`config.mk`:
```
export PLATFORM = sky130hd
export DESIGN_NAME = serial_link_top
export DESIGN_NICKNAME = d
export VERILOG_FILES = /design/src/iomap_pkg.sv /design/src/link_pkg.sv /design/src/link_if.sv /design/src/serial_link_top.sv /design/src/cpu_io_port.sv /design/src/uart_rx_unescaper.sv /design/src/uart_tx_escaper.sv
export SDC_FILE = /design/constraint.sdc
export NUM_CORES = 1
export LEC_CHECK = 0
export ABC_CLOCK_PERIOD_IN_PS = 2600
export BUFFER_PORTS_ARGS = -buffer_cell sky130_fd_sc_hd__buf_2
export CORE_MARGIN = 2
export CORE_UTILIZATION = 53
export DETAILED_ROUTE_END_ITERATION = 7
export PLACE_DENSITY = 0.9
export RECOVER_POWER = 50
export REMOVE_ABC_BUFFERS = 1
export SYNTH_ARGS = -nofsm -noshare
export SYNTH_HDL_FRONTEND = slang
export SYNTH_SLANG_ARGS = --single-unit
```
`constraint.sdc`:
```
create_clock -name clk -period 2.6 [get_ports clk]
set_input_delay 0.13 -clock clk [delete_from_list [all_inputs] [get_ports clk]]
set_output_delay 0.13 -clock clk [all_outputs]
set_load 0.005 [all_outputs]
```
`src/iomap_pkg.sv`:
```
// CPU I/O register map of the link port.
// The port answers a 16-word window at the bottom of the I/O space.
// Addresses at or above INTERNAL_LIMIT read zero and ignore writes.

`default_nettype none

package iomap_pkg;

  typedef logic [3:0] io_addr_t;                 // index inside the window

  // ==================================================
  // register indices
  // ==================================================

  // read gives the byte and clears full, write sends a byte
  localparam io_addr_t REG_RX_DATA = 4'h0;
  localparam io_addr_t REG_RX_FULL = 4'h1;       // receive byte waiting
  localparam io_addr_t REG_TX_BUSY = 4'h2;       // transmit cannot take a write
  localparam io_addr_t REG_CYCLES  = 4'h6;       // free-running counter

  // first address past the window
  localparam int INTERNAL_LIMIT = 16;

endpackage

`default_nettype wire

```
`src/link_pkg.sv`:
```
// Byte-stuffing protocol definitions shared by the UART link units.
// A byte from 10h to 13h travels as the pair 10h, 0xh. Other prefixes
// in that span are control codes that the receiver swallows.
// Import with a wildcard in the header of any unit that needs them.

`default_nettype none

package link_pkg;

  // ==================================================
  // basic types
  // ==================================================

  typedef logic [7:0] byte_t;                    // one UART byte

  // ==================================================
  // escape encoding
  // ==================================================

  localparam byte_t      ESC_BYTE         = 8'h10;      // escape prefix
  localparam logic [5:0] ESC_SPAN_TAG     = 6'b000100;  // upper bits of 10h..13h
  localparam logic [1:0] ESC_CODE_LITERAL = 2'b00;      // 10h, 0xh pair
  localparam logic [1:0] ESC_CODE_SKIP    = 2'b10;      // next byte dropped

  // receive decoder states, 2 bits
  typedef enum logic [1:0] {
    RX_IDLE    = 2'd0,                           // expecting any byte
    RX_LITERAL = 2'd1,                           // second byte of a pair
    RX_SKIP    = 2'd2                            // byte to throw away
  } rx_state_t;

endpackage

`default_nettype wire
```
`src/link_if.sv`:
```
// Byte channels between the CPU register block and the two link units.
// Transmit is a one-cycle strobe with no back-pressure, gated by tx_ready.
// Receive is a full flag that the host clears with a one-cycle take.

`timescale 1ns/1ps
`default_nettype none

interface link_if import link_pkg::*; ();

  // transmit channel
  logic  tx_stb;                                 // byte strobe from host
  byte_t tx_byte;                                // valid with tx_stb
  logic  tx_ready;                               // escaper can take a strobe

  // receive channel
  byte_t rx_byte;                                // decoded byte
  logic  rx_full;                                // rx_byte holds new data
  logic  rx_take;                                // host consumed rx_byte

  modport host (output tx_stb, tx_byte, rx_take,
                input  tx_ready, rx_byte, rx_full);

  modport tx   (input  tx_stb, tx_byte,
                output tx_ready);

  modport rx   (output rx_byte, rx_full,
                input  rx_take);

endinterface

`default_nettype wire

```
`src/serial_link_top.sv`:
```
// Top level of the UART link port for a small stack CPU.
// CPU and UART signals are plain ports. Inside, one link interface
// joins the register block to the transmit and receive units.
// WIDTH sets the CPU word and cycle counter width.

`timescale 1ns/1ps
`default_nettype none

module serial_link_top import link_pkg::*; #(
  parameter int WIDTH = 24
) (
  input  wire              clk,
  input  wire              arstn,
  // CPU side
  input  logic             i_io_rd,
  input  logic             i_io_wr,
  input  logic [14:0]      i_mem_addr,
  input  logic [WIDTH-1:0] i_din,
  output logic [WIDTH-1:0] o_io_dout,
  output logic             o_p_hold,
  // UART side
  input  logic             i_u_ready,
  output logic             o_u_wr,
  output byte_t            o_u_dout,
  input  logic             i_u_full,
  input  byte_t            i_u_din,
  output logic             o_u_rd,
  // interrupts
  output logic             o_cyclev,
  output logic             o_urxirq,
  output logic             o_utxirq
);

  link_if u_link ();

  cpu_io_port #(.WIDTH(WIDTH)) u_io (
    .clk        (clk),
    .arstn      (arstn),
    .i_io_rd    (i_io_rd),
    .i_io_wr    (i_io_wr),
    .i_mem_addr (i_mem_addr),
    .i_din      (i_din),
    .o_io_dout  (o_io_dout),
    .o_p_hold   (o_p_hold),
    .link       (u_link.host),
    .o_cyclev   (o_cyclev),
    .o_urxirq   (o_urxirq),
    .o_utxirq   (o_utxirq)
  );

  uart_tx_escaper u_tx (
    .clk       (clk),
    .arstn     (arstn),
    .link      (u_link.tx),
    .i_u_ready (i_u_ready),
    .o_u_wr    (o_u_wr),
    .o_u_dout  (o_u_dout)
  );

  uart_rx_unescaper u_rx (
    .clk      (clk),
    .arstn    (arstn),
    .link     (u_link.rx),
    .i_u_full (i_u_full),
    .i_u_din  (i_u_din),
    .o_u_rd   (o_u_rd)
  );

endmodule

`default_nettype wire

```
`src/cpu_io_port.sv`:
```
// CPU register block of the link port.
// Decodes the 16-word I/O window, drives the read mux and the hold,
// turns writes of REG_RX_DATA into transmit strobes and reads of it
// into receive takes. Also runs the free-running cycle counter and
// makes the three interrupt pulses.

`timescale 1ns/1ps
`default_nettype none

module cpu_io_port import link_pkg::*, iomap_pkg::*; #(
  parameter int WIDTH = 24                       // CPU word and counter width
) (
  input  wire               clk,
  input  wire               arstn,
  input  logic              i_io_rd,             // I/O read strobe
  input  logic              i_io_wr,             // I/O write strobe
  input  logic [14:0]       i_mem_addr,
  input  logic [WIDTH-1:0]  i_din,
  output logic [WIDTH-1:0]  o_io_dout,
  output logic              o_p_hold,            // CPU wait state
  link_if.host              link,
  output logic              o_cyclev,            // counter wrapped
  output logic              o_urxirq,            // receive byte arrived
  output logic              o_utxirq             // transmit free again
);

  io_addr_t         reg_sel;                     // index inside window
  logic             internal;                    // address hits the window
  logic             wr_ok;                       // write accepted this cycle
  logic             rd_ok;                       // read accepted this cycle
  logic             tx_busy;
  logic             tx_busy_q;
  logic             rx_full_q;
  logic [WIDTH-1:0] out_word;                    // general purpose output
  logic [WIDTH-1:0] cycles;

  assign reg_sel  = io_addr_t'(i_mem_addr[3:0]);
  assign internal = (i_mem_addr < INTERNAL_LIMIT);
  assign wr_ok    = i_io_wr & internal & ~o_p_hold;
  assign rd_ok    = i_io_rd & internal & ~o_p_hold;

  // ==================================================
  // transmit and receive handshakes
  // ==================================================

  // own strobe counts until the escaper drops tx_ready
  assign tx_busy  = ~link.tx_ready | link.tx_stb;
  assign o_p_hold = i_io_wr & internal & (reg_sel == REG_RX_DATA) & tx_busy;

  assign link.rx_take = rd_ok & (reg_sel == REG_RX_DATA);
  assign link.tx_byte = byte_t'(out_word[7:0]);  // low byte of last write

  always_ff @(posedge clk or negedge arstn) begin
    if (!arstn)
      link.tx_stb <= 1'b0;
    else
      link.tx_stb <= wr_ok & (reg_sel == REG_RX_DATA);
  end

  always_ff @(posedge clk) begin
    if (wr_ok && (reg_sel == REG_RX_DATA))
      out_word <= i_din;
  end

  // ==================================================
  // read mux
  // ==================================================

  always_comb begin
    if (!internal)
      o_io_dout = '0;                            // outside the window
    else begin
      case (reg_sel)
        REG_RX_DATA: o_io_dout = WIDTH'(link.rx_byte);
        REG_RX_FULL: o_io_dout = WIDTH'(link.rx_full);
        REG_TX_BUSY: o_io_dout = WIDTH'(tx_busy);
        REG_CYCLES:  o_io_dout = cycles;
        default:     o_io_dout = out_word;
      endcase
    end
  end

  // ==================================================
  // counter and interrupts
  // ==================================================

  always_ff @(posedge clk or negedge arstn) begin
    if (!arstn) begin
      {o_cyclev, cycles} <= '0;
      tx_busy_q <= 1'b0;
      rx_full_q <= 1'b0;
      o_urxirq  <= 1'b0;
      o_utxirq  <= 1'b0;
    end else begin
      {o_cyclev, cycles} <= {1'b0, cycles} + 1'b1;  // carry is the pulse
      tx_busy_q <= tx_busy;
      rx_full_q <= link.rx_full;
      o_urxirq  <= link.rx_full & ~rx_full_q;    // rising full
      o_utxirq  <= ~tx_busy & tx_busy_q;         // falling busy
    end
  end

  a_stb_when_ready: assert property (@(posedge clk) disable iff (!arstn)
    link.tx_stb |-> $past(link.tx_ready));

endmodule

`default_nettype wire

```
`src/uart_rx_unescaper.sv`:
```
// Receive side of the link. Raw UART bytes are read one at a time and
// decoded into the holding register that the CPU polls.
// Plain bytes pass unchanged, 10h, 0xh gives 10h+x, a 12h prefix drops
// itself and the byte after it, and a lone 11h or 13h is dropped.
// While the holding register is full, data bytes stay in the UART.
// Prefix and skipped bytes are read regardless.

`timescale 1ns/1ps
`default_nettype none

module uart_rx_unescaper import link_pkg::*; (
  input  wire   clk,
  input  wire   arstn,
  link_if.rx    link,
  input  logic  i_u_full,                        // UART holds a byte
  input  byte_t i_u_din,                         // that byte
  output logic  o_u_rd                           // one-cycle UART take
);

  rx_state_t state;                              // decoder state
  rx_state_t state_nxt;
  logic      rx_ok;                              // new raw byte to look at
  logic      in_span;                            // raw byte is 10h..13h
  logic      take;                               // read the raw byte
  logic      load;                               // write holding register
  byte_t     load_val;

  assign rx_ok   = i_u_full & ~o_u_rd;           // last take not seen yet
  assign in_span = (i_u_din[7:2] == ESC_SPAN_TAG);

  // ==================================================
  // decode
  // ==================================================

  always_comb begin
    state_nxt = state;
    take      = 1'b0;
    load      = 1'b0;
    load_val  = i_u_din;
    if (rx_ok) begin
      case (state)
        RX_IDLE: begin
          if (in_span) begin
            take = 1'b1;                         // prefix always consumed
            case (i_u_din[1:0])
              ESC_CODE_LITERAL: state_nxt = RX_LITERAL;
              ESC_CODE_SKIP:    state_nxt = RX_SKIP;
              default:          state_nxt = RX_IDLE;   // lone prefix
            endcase
          end else if (!link.rx_full) begin
            take = 1'b1;                         // plain data byte
            load = 1'b1;
          end
        end
        RX_LITERAL: begin
          if (!link.rx_full) begin
            take      = 1'b1;
            load      = 1'b1;
            load_val  = ESC_BYTE | byte_t'(i_u_din[1:0]);
            state_nxt = RX_IDLE;
          end
        end
        RX_SKIP: begin
          take      = 1'b1;                      // drop it
          state_nxt = RX_IDLE;
        end
        default: state_nxt = RX_IDLE;
      endcase
    end
  end

  // ==================================================
  // state and holding register
  // ==================================================

  always_ff @(posedge clk or negedge arstn) begin
    if (!arstn) begin
      state        <= RX_IDLE;
      o_u_rd       <= 1'b0;
      link.rx_full <= 1'b0;
    end else begin
      state  <= state_nxt;
      o_u_rd <= take;
      if (load)
        link.rx_full <= 1'b1;                    // load only when empty
      else if (link.rx_take)
        link.rx_full <= 1'b0;
    end
  end

  always_ff @(posedge clk) begin
    if (load)
      link.rx_byte <= load_val;
  end

  a_rd_single: assert property (@(posedge clk) disable iff (!arstn)
    o_u_rd |=> !o_u_rd);

endmodule

`default_nettype wire

```
`src/uart_tx_escaper.sv`:
```
// Transmit side of the link. Each strobed byte becomes one UART write,
// registered one cycle after the strobe. A byte from 10h to 13h goes out
// as 10h, and its low two bits follow as a second write once the UART
// is ready again.

`timescale 1ns/1ps
`default_nettype none

module uart_tx_escaper import link_pkg::*; (
  input  wire   clk,
  input  wire   arstn,
  link_if.tx    link,
  input  logic  i_u_ready,                       // UART can take a byte
  output logic  o_u_wr,                          // one-cycle UART write
  output byte_t o_u_dout                         // write data
);

  logic       esc_pend;                          // second byte still owed
  logic [1:0] esc_low;                           // low bits of escaped byte
  logic       in_span;                           // strobed byte needs escaping
  logic       send_low;                          // second byte goes out now

  assign in_span  = (link.tx_byte[7:2] == ESC_SPAN_TAG);
  assign send_low = esc_pend & i_u_ready & ~o_u_wr;

  // busy while a pair is in flight or the UART is not ready
  assign link.tx_ready = i_u_ready & ~esc_pend & ~o_u_wr;

  always_ff @(posedge clk or negedge arstn) begin
    if (!arstn) begin
      esc_pend <= 1'b0;
      o_u_wr   <= 1'b0;
    end else begin
      o_u_wr <= 1'b0;                            // strobe by default
      if (link.tx_stb) begin
        o_u_wr <= 1'b1;
        if (in_span)
          esc_pend <= 1'b1;                      // low bits follow later
      end else if (send_low) begin
        o_u_wr   <= 1'b1;
        esc_pend <= 1'b0;
      end
    end
  end

  always_ff @(posedge clk) begin
    if (link.tx_stb) begin
      esc_low  <= link.tx_byte[1:0];
      o_u_dout <= in_span ? ESC_BYTE : link.tx_byte;
    end else if (send_low) begin
      o_u_dout <= byte_t'(esc_low);              // 00h..03h
    end
  end

  // a plain write commits two cycles back, when the host saw tx_ready
  a_wr_when_ready: assert property (@(posedge clk) disable iff (!arstn)
    $rose(o_u_wr) |-> ($past(link.tx_stb) ? $past(i_u_ready, 2) : $past(i_u_ready)));

endmodule

`default_nettype wire

```
==> results summary <==
The flow ran to the end, but the final reports show violations. The final reports fail on max-capacitance violations, max-slew violations. TritonCTS built the clock tree.

The via count of the first global-routing pass came to between 3,000 and 4,000. The reported net switching power is approximately 0.56 mW. Setup repair after global routing left no endpoint under its margin. Global routing used 30.7% of the available met1 tracks.

The switching part of the total power is approximately 22%. Entering global routing, the biggest net connects 37 pins. The area fraction of the dominant cell type after synthesis came out at ~35%. The share of total power dissipated in sequential elements is 53.0%. The share of synthesized registers carrying an async set or reset came out at a little under half.

The worst register-to-register path ends at u_io.out_word[7]. sky130_fd_sc_hd__edfxtp_1 takes more of the synthesized area than any other cell. In this run the clock root is driven by a sky130_fd_sc_hd__clkbuf_8. Internal power comes to approximately 1.9 mW. The number of placed cells counting well taps came out at around 470. The total of buffers placed on input and output ports came out at 90. In this run the worst path has a maximum fanout of 15. The depth of the worst register-to-register path is 3.

From synthesis to final layout, the design area changed by 28.0%. STA classifies the critical path endpoint as an output port. By instance count, the leading cell after synthesis is sky130_fd_sc_hd__edfxtp_1. The TritonCTS buffer count is 9. The clock share of power came out at approximately two fifths. In the finished design, the share of the clock period the worst path needs comes to a little under nine tenths.

In the global route stage, overall resource usage came out at between 20% and 30%. The largest single stage delay on the critical path is 0.74 ns. Of the cells placed in the final design, the portion with a size suffix greater than 1 is between 20% and 30%. Pin placement for this block handled between 90 and 100 I/O pins.

The final weighted congestion of routability-driven global placement came out at between 0.8 and 0.9. The number of buffers and inverters on the critical path is 1. The floorplan row count is 29. The worst hold path terminates at u_rx.link.rx_byte[4].

The clock period minus final worst setup slack is between 2 and 2.5 ns. The data required time of the critical path came out at about 2.5 ns. In the synthesized netlist, the cells that appear most often are 42 x sky130_fd_sc_hd__edfxtp_1, 36 x sky130_fd_sc_hd__dfrtp_1, 32 x sky130_fd_sc_hd__nand2_1. Ranked by total cell area, the synthesized netlist is headed by sky130_fd_sc_hd__edfxtp_1 35%, sky130_fd_sc_hd__dfrtp_1 25%, sky130_fd_sc_hd__nand3_1 3.5%. The share of power burned in combinational logic came out at slightly below 7%. The slew at the pin closest to its max-slew limit is roughly 1.9 ns. The die footprint came out at 7400 sq um. Clock-pin slew was measured on the worst setup and hold paths at 0.09 ns.

The total number of yosys warnings is 0. The critical path goes through or4b_1 -> nor2_1 -> a2111o_1 -> a21oi_1 -> buf_2. Before antenna repair, the detailed router went through 5 iterations. The mean post-synth cell area came out at roughly 12 sq um. The initial cell density of the core came out at between 50 and 60%. In the synthesized netlist the dominant register cell turns out to be sky130_fd_sc_hd__edfxtp_1. The worst-case IR drop observed on VDD is roughly 0.56 mV.

The worst register-to-register path has a setup slack of 0.37 ns. The number of hold violations in the final report is 0. The top cell family by delay on the critical path is simple AND/OR/NAND/NOR gates. The power per cell area came out at about 550 nW/um^2. From bottom edge to top edge, the die measures about 86 microns. The net count reported at finish came out at roughly 480.

In this run the cell area of the synthesized design comes to ~3600 sq um. The reported leakage power came out at approximately 2.0 nW. The number of antenna violations at the first check in global routing came out at 0.

The worst setup skew after layout came out at 0.0162 ns. The total half-perimeter wirelength after legalization and detailed placement came out at about 6000 microns. Synthesis inferred about 80 register bits. The sequential area share after synthesis is 60.7%. Wires add up to between 9000 and 10,000 microns. The startpoint kind of the worst setup timing path is a register. Synthesis produced a netlist whose cell count is about 310. The fmax came out at roughly 450 MHz.

The maximum buffer depth of the clock tree is 2. The H-tree depth came out at 3. The unique cell type count in the Yosys netlist is between 40 and 50. Setup violations remaining at the end of the flow were counted as 0.

The number of nets with antenna violations after routing is 0. The worst setup path is of the register to output port kind. The most used routing layer is met2.

The critical path's slowest cell is sky130_fd_sc_hd__or4b_1. The tool flagged a number of max-cap violations equal to 1. The die width came out at roughly 86 microns. The final antenna diode count is 0.

The worst path arrival time came out at around 2.1 ns. The count of cells along the worst hold path is 2. The DRC marker count from the first detailed-route iteration is between 200 and 300. Buffers added to address setup during post-CTS repair amount to 0. The clock latency on the worst-skew pair is between 0.3 and 0.4 ns. The worst hold slack after final layout came out at between 0.04 and 0.05 ns.

The worst pin sits at a relative slew slack of -27.6%. The global routing met2 resource utilization came out at about two fifths. The leftover overflow at the end of global routing is 0. The worst hold path begins at i_u_din[4].

In this run the worst hold path is classified as primary input to register. The standard cell core area came out at roughly 6400 sq um. The routing usage on met3 is around 6.6%. The non-filler instance count after layout is 510. The first global-routing pass estimated about 15,000 microns of wire. The final count of pins violating max slew came to 37. The DRC violations left is 0.

The worst register-to-register path begins at u_io.link.tx_stb. The average routed wire per standard cell is 17.7 microns. Yosys mapped a number of flops with a built-in enable equal to 42. The sink count of the clock tree is 78. The number of vias after detailed routing is ~3,000. The average vias per placed instance is about 5.8.
==> how the worst max path moves through the flow <==
stage,from,slack [ns],to,depth (start not counted)
2_1_floorplan,i_mem_addr[11],-0.15,u_io.out_word[0],3
3_3_place_gp,i_mem_addr[14],0.45,u_io.out_word[9],5
3_5_place_dp,i_mem_addr[11],0.41,u_io.out_word[8],5
4_1_cts,u_io.link.tx_stb,0.39,o_io_dout[0],5
5_1_grt,arstn,0.21,u_tx.o_u_wr,2
6_report,u_io.link.tx_stb,0.36,o_io_dout[0],5
==> placed cells by master, fill, tap and decap left out, types with 3 or more instances in the layout <==
master,n
sky130_fd_sc_hd__nor2_1,12
sky130_fd_sc_hd__buf_4,6
sky130_fd_sc_hd__clkbuf_1,11
sky130_fd_sc_hd__nand4_1,7
sky130_fd_sc_hd__clkinv_4,3
sky130_fd_sc_hd__nor4_1,5
sky130_fd_sc_hd__a21o_1,3
sky130_fd_sc_hd__a21oi_2,10
sky130_fd_sc_hd__dlygate4sd3_1,27
sky130_fd_sc_hd__xnor2_1,14
sky130_fd_sc_hd__nand2_1,32
sky130_fd_sc_hd__clkbuf_8,9
sky130_fd_sc_hd__xor2_1,8
sky130_fd_sc_hd__nor2b_1,3
sky130_fd_sc_hd__or3_1,3
sky130_fd_sc_hd__inv_1,7
sky130_fd_sc_hd__o21ai_0,12
sky130_fd_sc_hd__buf_2,79
sky130_fd_sc_hd__nand3_1,25
sky130_fd_sc_hd__and3_1,4
sky130_fd_sc_hd__and2_0,5
sky130_fd_sc_hd__a21oi_1,23
sky130_fd_sc_hd__and2_1,7
sky130_fd_sc_hd__edfxtp_1,42
sky130_fd_sc_hd__dfrtp_1,36
sky130_fd_sc_hd__nor3_1,5
sky130_fd_sc_hd__o211a_1,7
==> worst register-to-register path: cells and delay by family, from the launching register on <==
family	cells	cell delay, ns
buffers and inverters	1	0.35
DFF	1	0.55
and+or+nand+nor	2	0.99
==> cell type report <==
cell class,instances,area [sq um]
Inverter,8,30.0
Clock inverter,7,98.8
Clock buffer,9,124
Sequential cell,78,2160
Fill cell,422,1860
Timing Repair Buffer,123,752
Multi-Input combinational cell,208,1300
Tap cell,77,96.3
==> per-stage QoR <==
step	setup TNS (ns)	cell area [sq um]	setup slack [ns]	power [mW]	utilization (%)
final	0	4560	0.357	2.50	71.1
after global routing	0	4560	0.213	2.58	71.1
after CTS	0	4580	0.390	2.50	71.3
after detailed placement	0	4090	0.406	1.49	63.6
after global placement	0	4090	0.454	1.48	63.6
after floorplan	-3.54	3490	-0.147	1.40	-
==> timing repair <==
action                    in CTS  in global routing
hold endpoints to repair      62                  0
hold buffers                  27                  0
resized for setup              0                  0
==> metal layers <==
metal	vias up	wire, microns
met3	40	728
met5	-	0
met4	0	518
met1	1433	3360
li1	1353	-
met2	156	4410
==> logic make-up after synthesis <==
group                      after synthesis  share of synthesized area (%)
and+or+nand+nor                        122                           19.0
xor gates and xnor gates                22                           5.41
adders and majority gates                1                          0.351
buffers and inverters                   21                           2.84
AOI/OAI and AO/OA                       63                           11.8
DFF                                     78                           60.7
==> power by group through the flow <==
stage	Sequential (mW)	Combinational (mW)	Clock, mW
floorplan	1.35	0.0544	0
global placement	1.35	0.131	0
detailed placement	1.35	0.138	0
CTS	1.33	0.170	1.00
global route	1.33	0.191	1.06
finish	1.33	0.172	1.00
==> state kept, by name (all words and copies together), names as in the netlist <==
name,cells
u_io.tx_busy_q,1
u_rx.link.rx_byte,8
u_io.o_utxirq,1
u_rx.link.rx_full,1
u_io.o_urxirq,1
u_tx.esc_low,2
u_tx.esc_pend,1
u_io.cycles,24
u_tx.o_u_dout,8
u_rx.state,2
u_io.out_word,24
u_io.o_cyclev,1
u_io.link.tx_stb,1
u_io.rx_full_q,1
u_tx.o_u_wr,1
u_rx.o_u_rd,1
(Power assumes the default switching activity.)
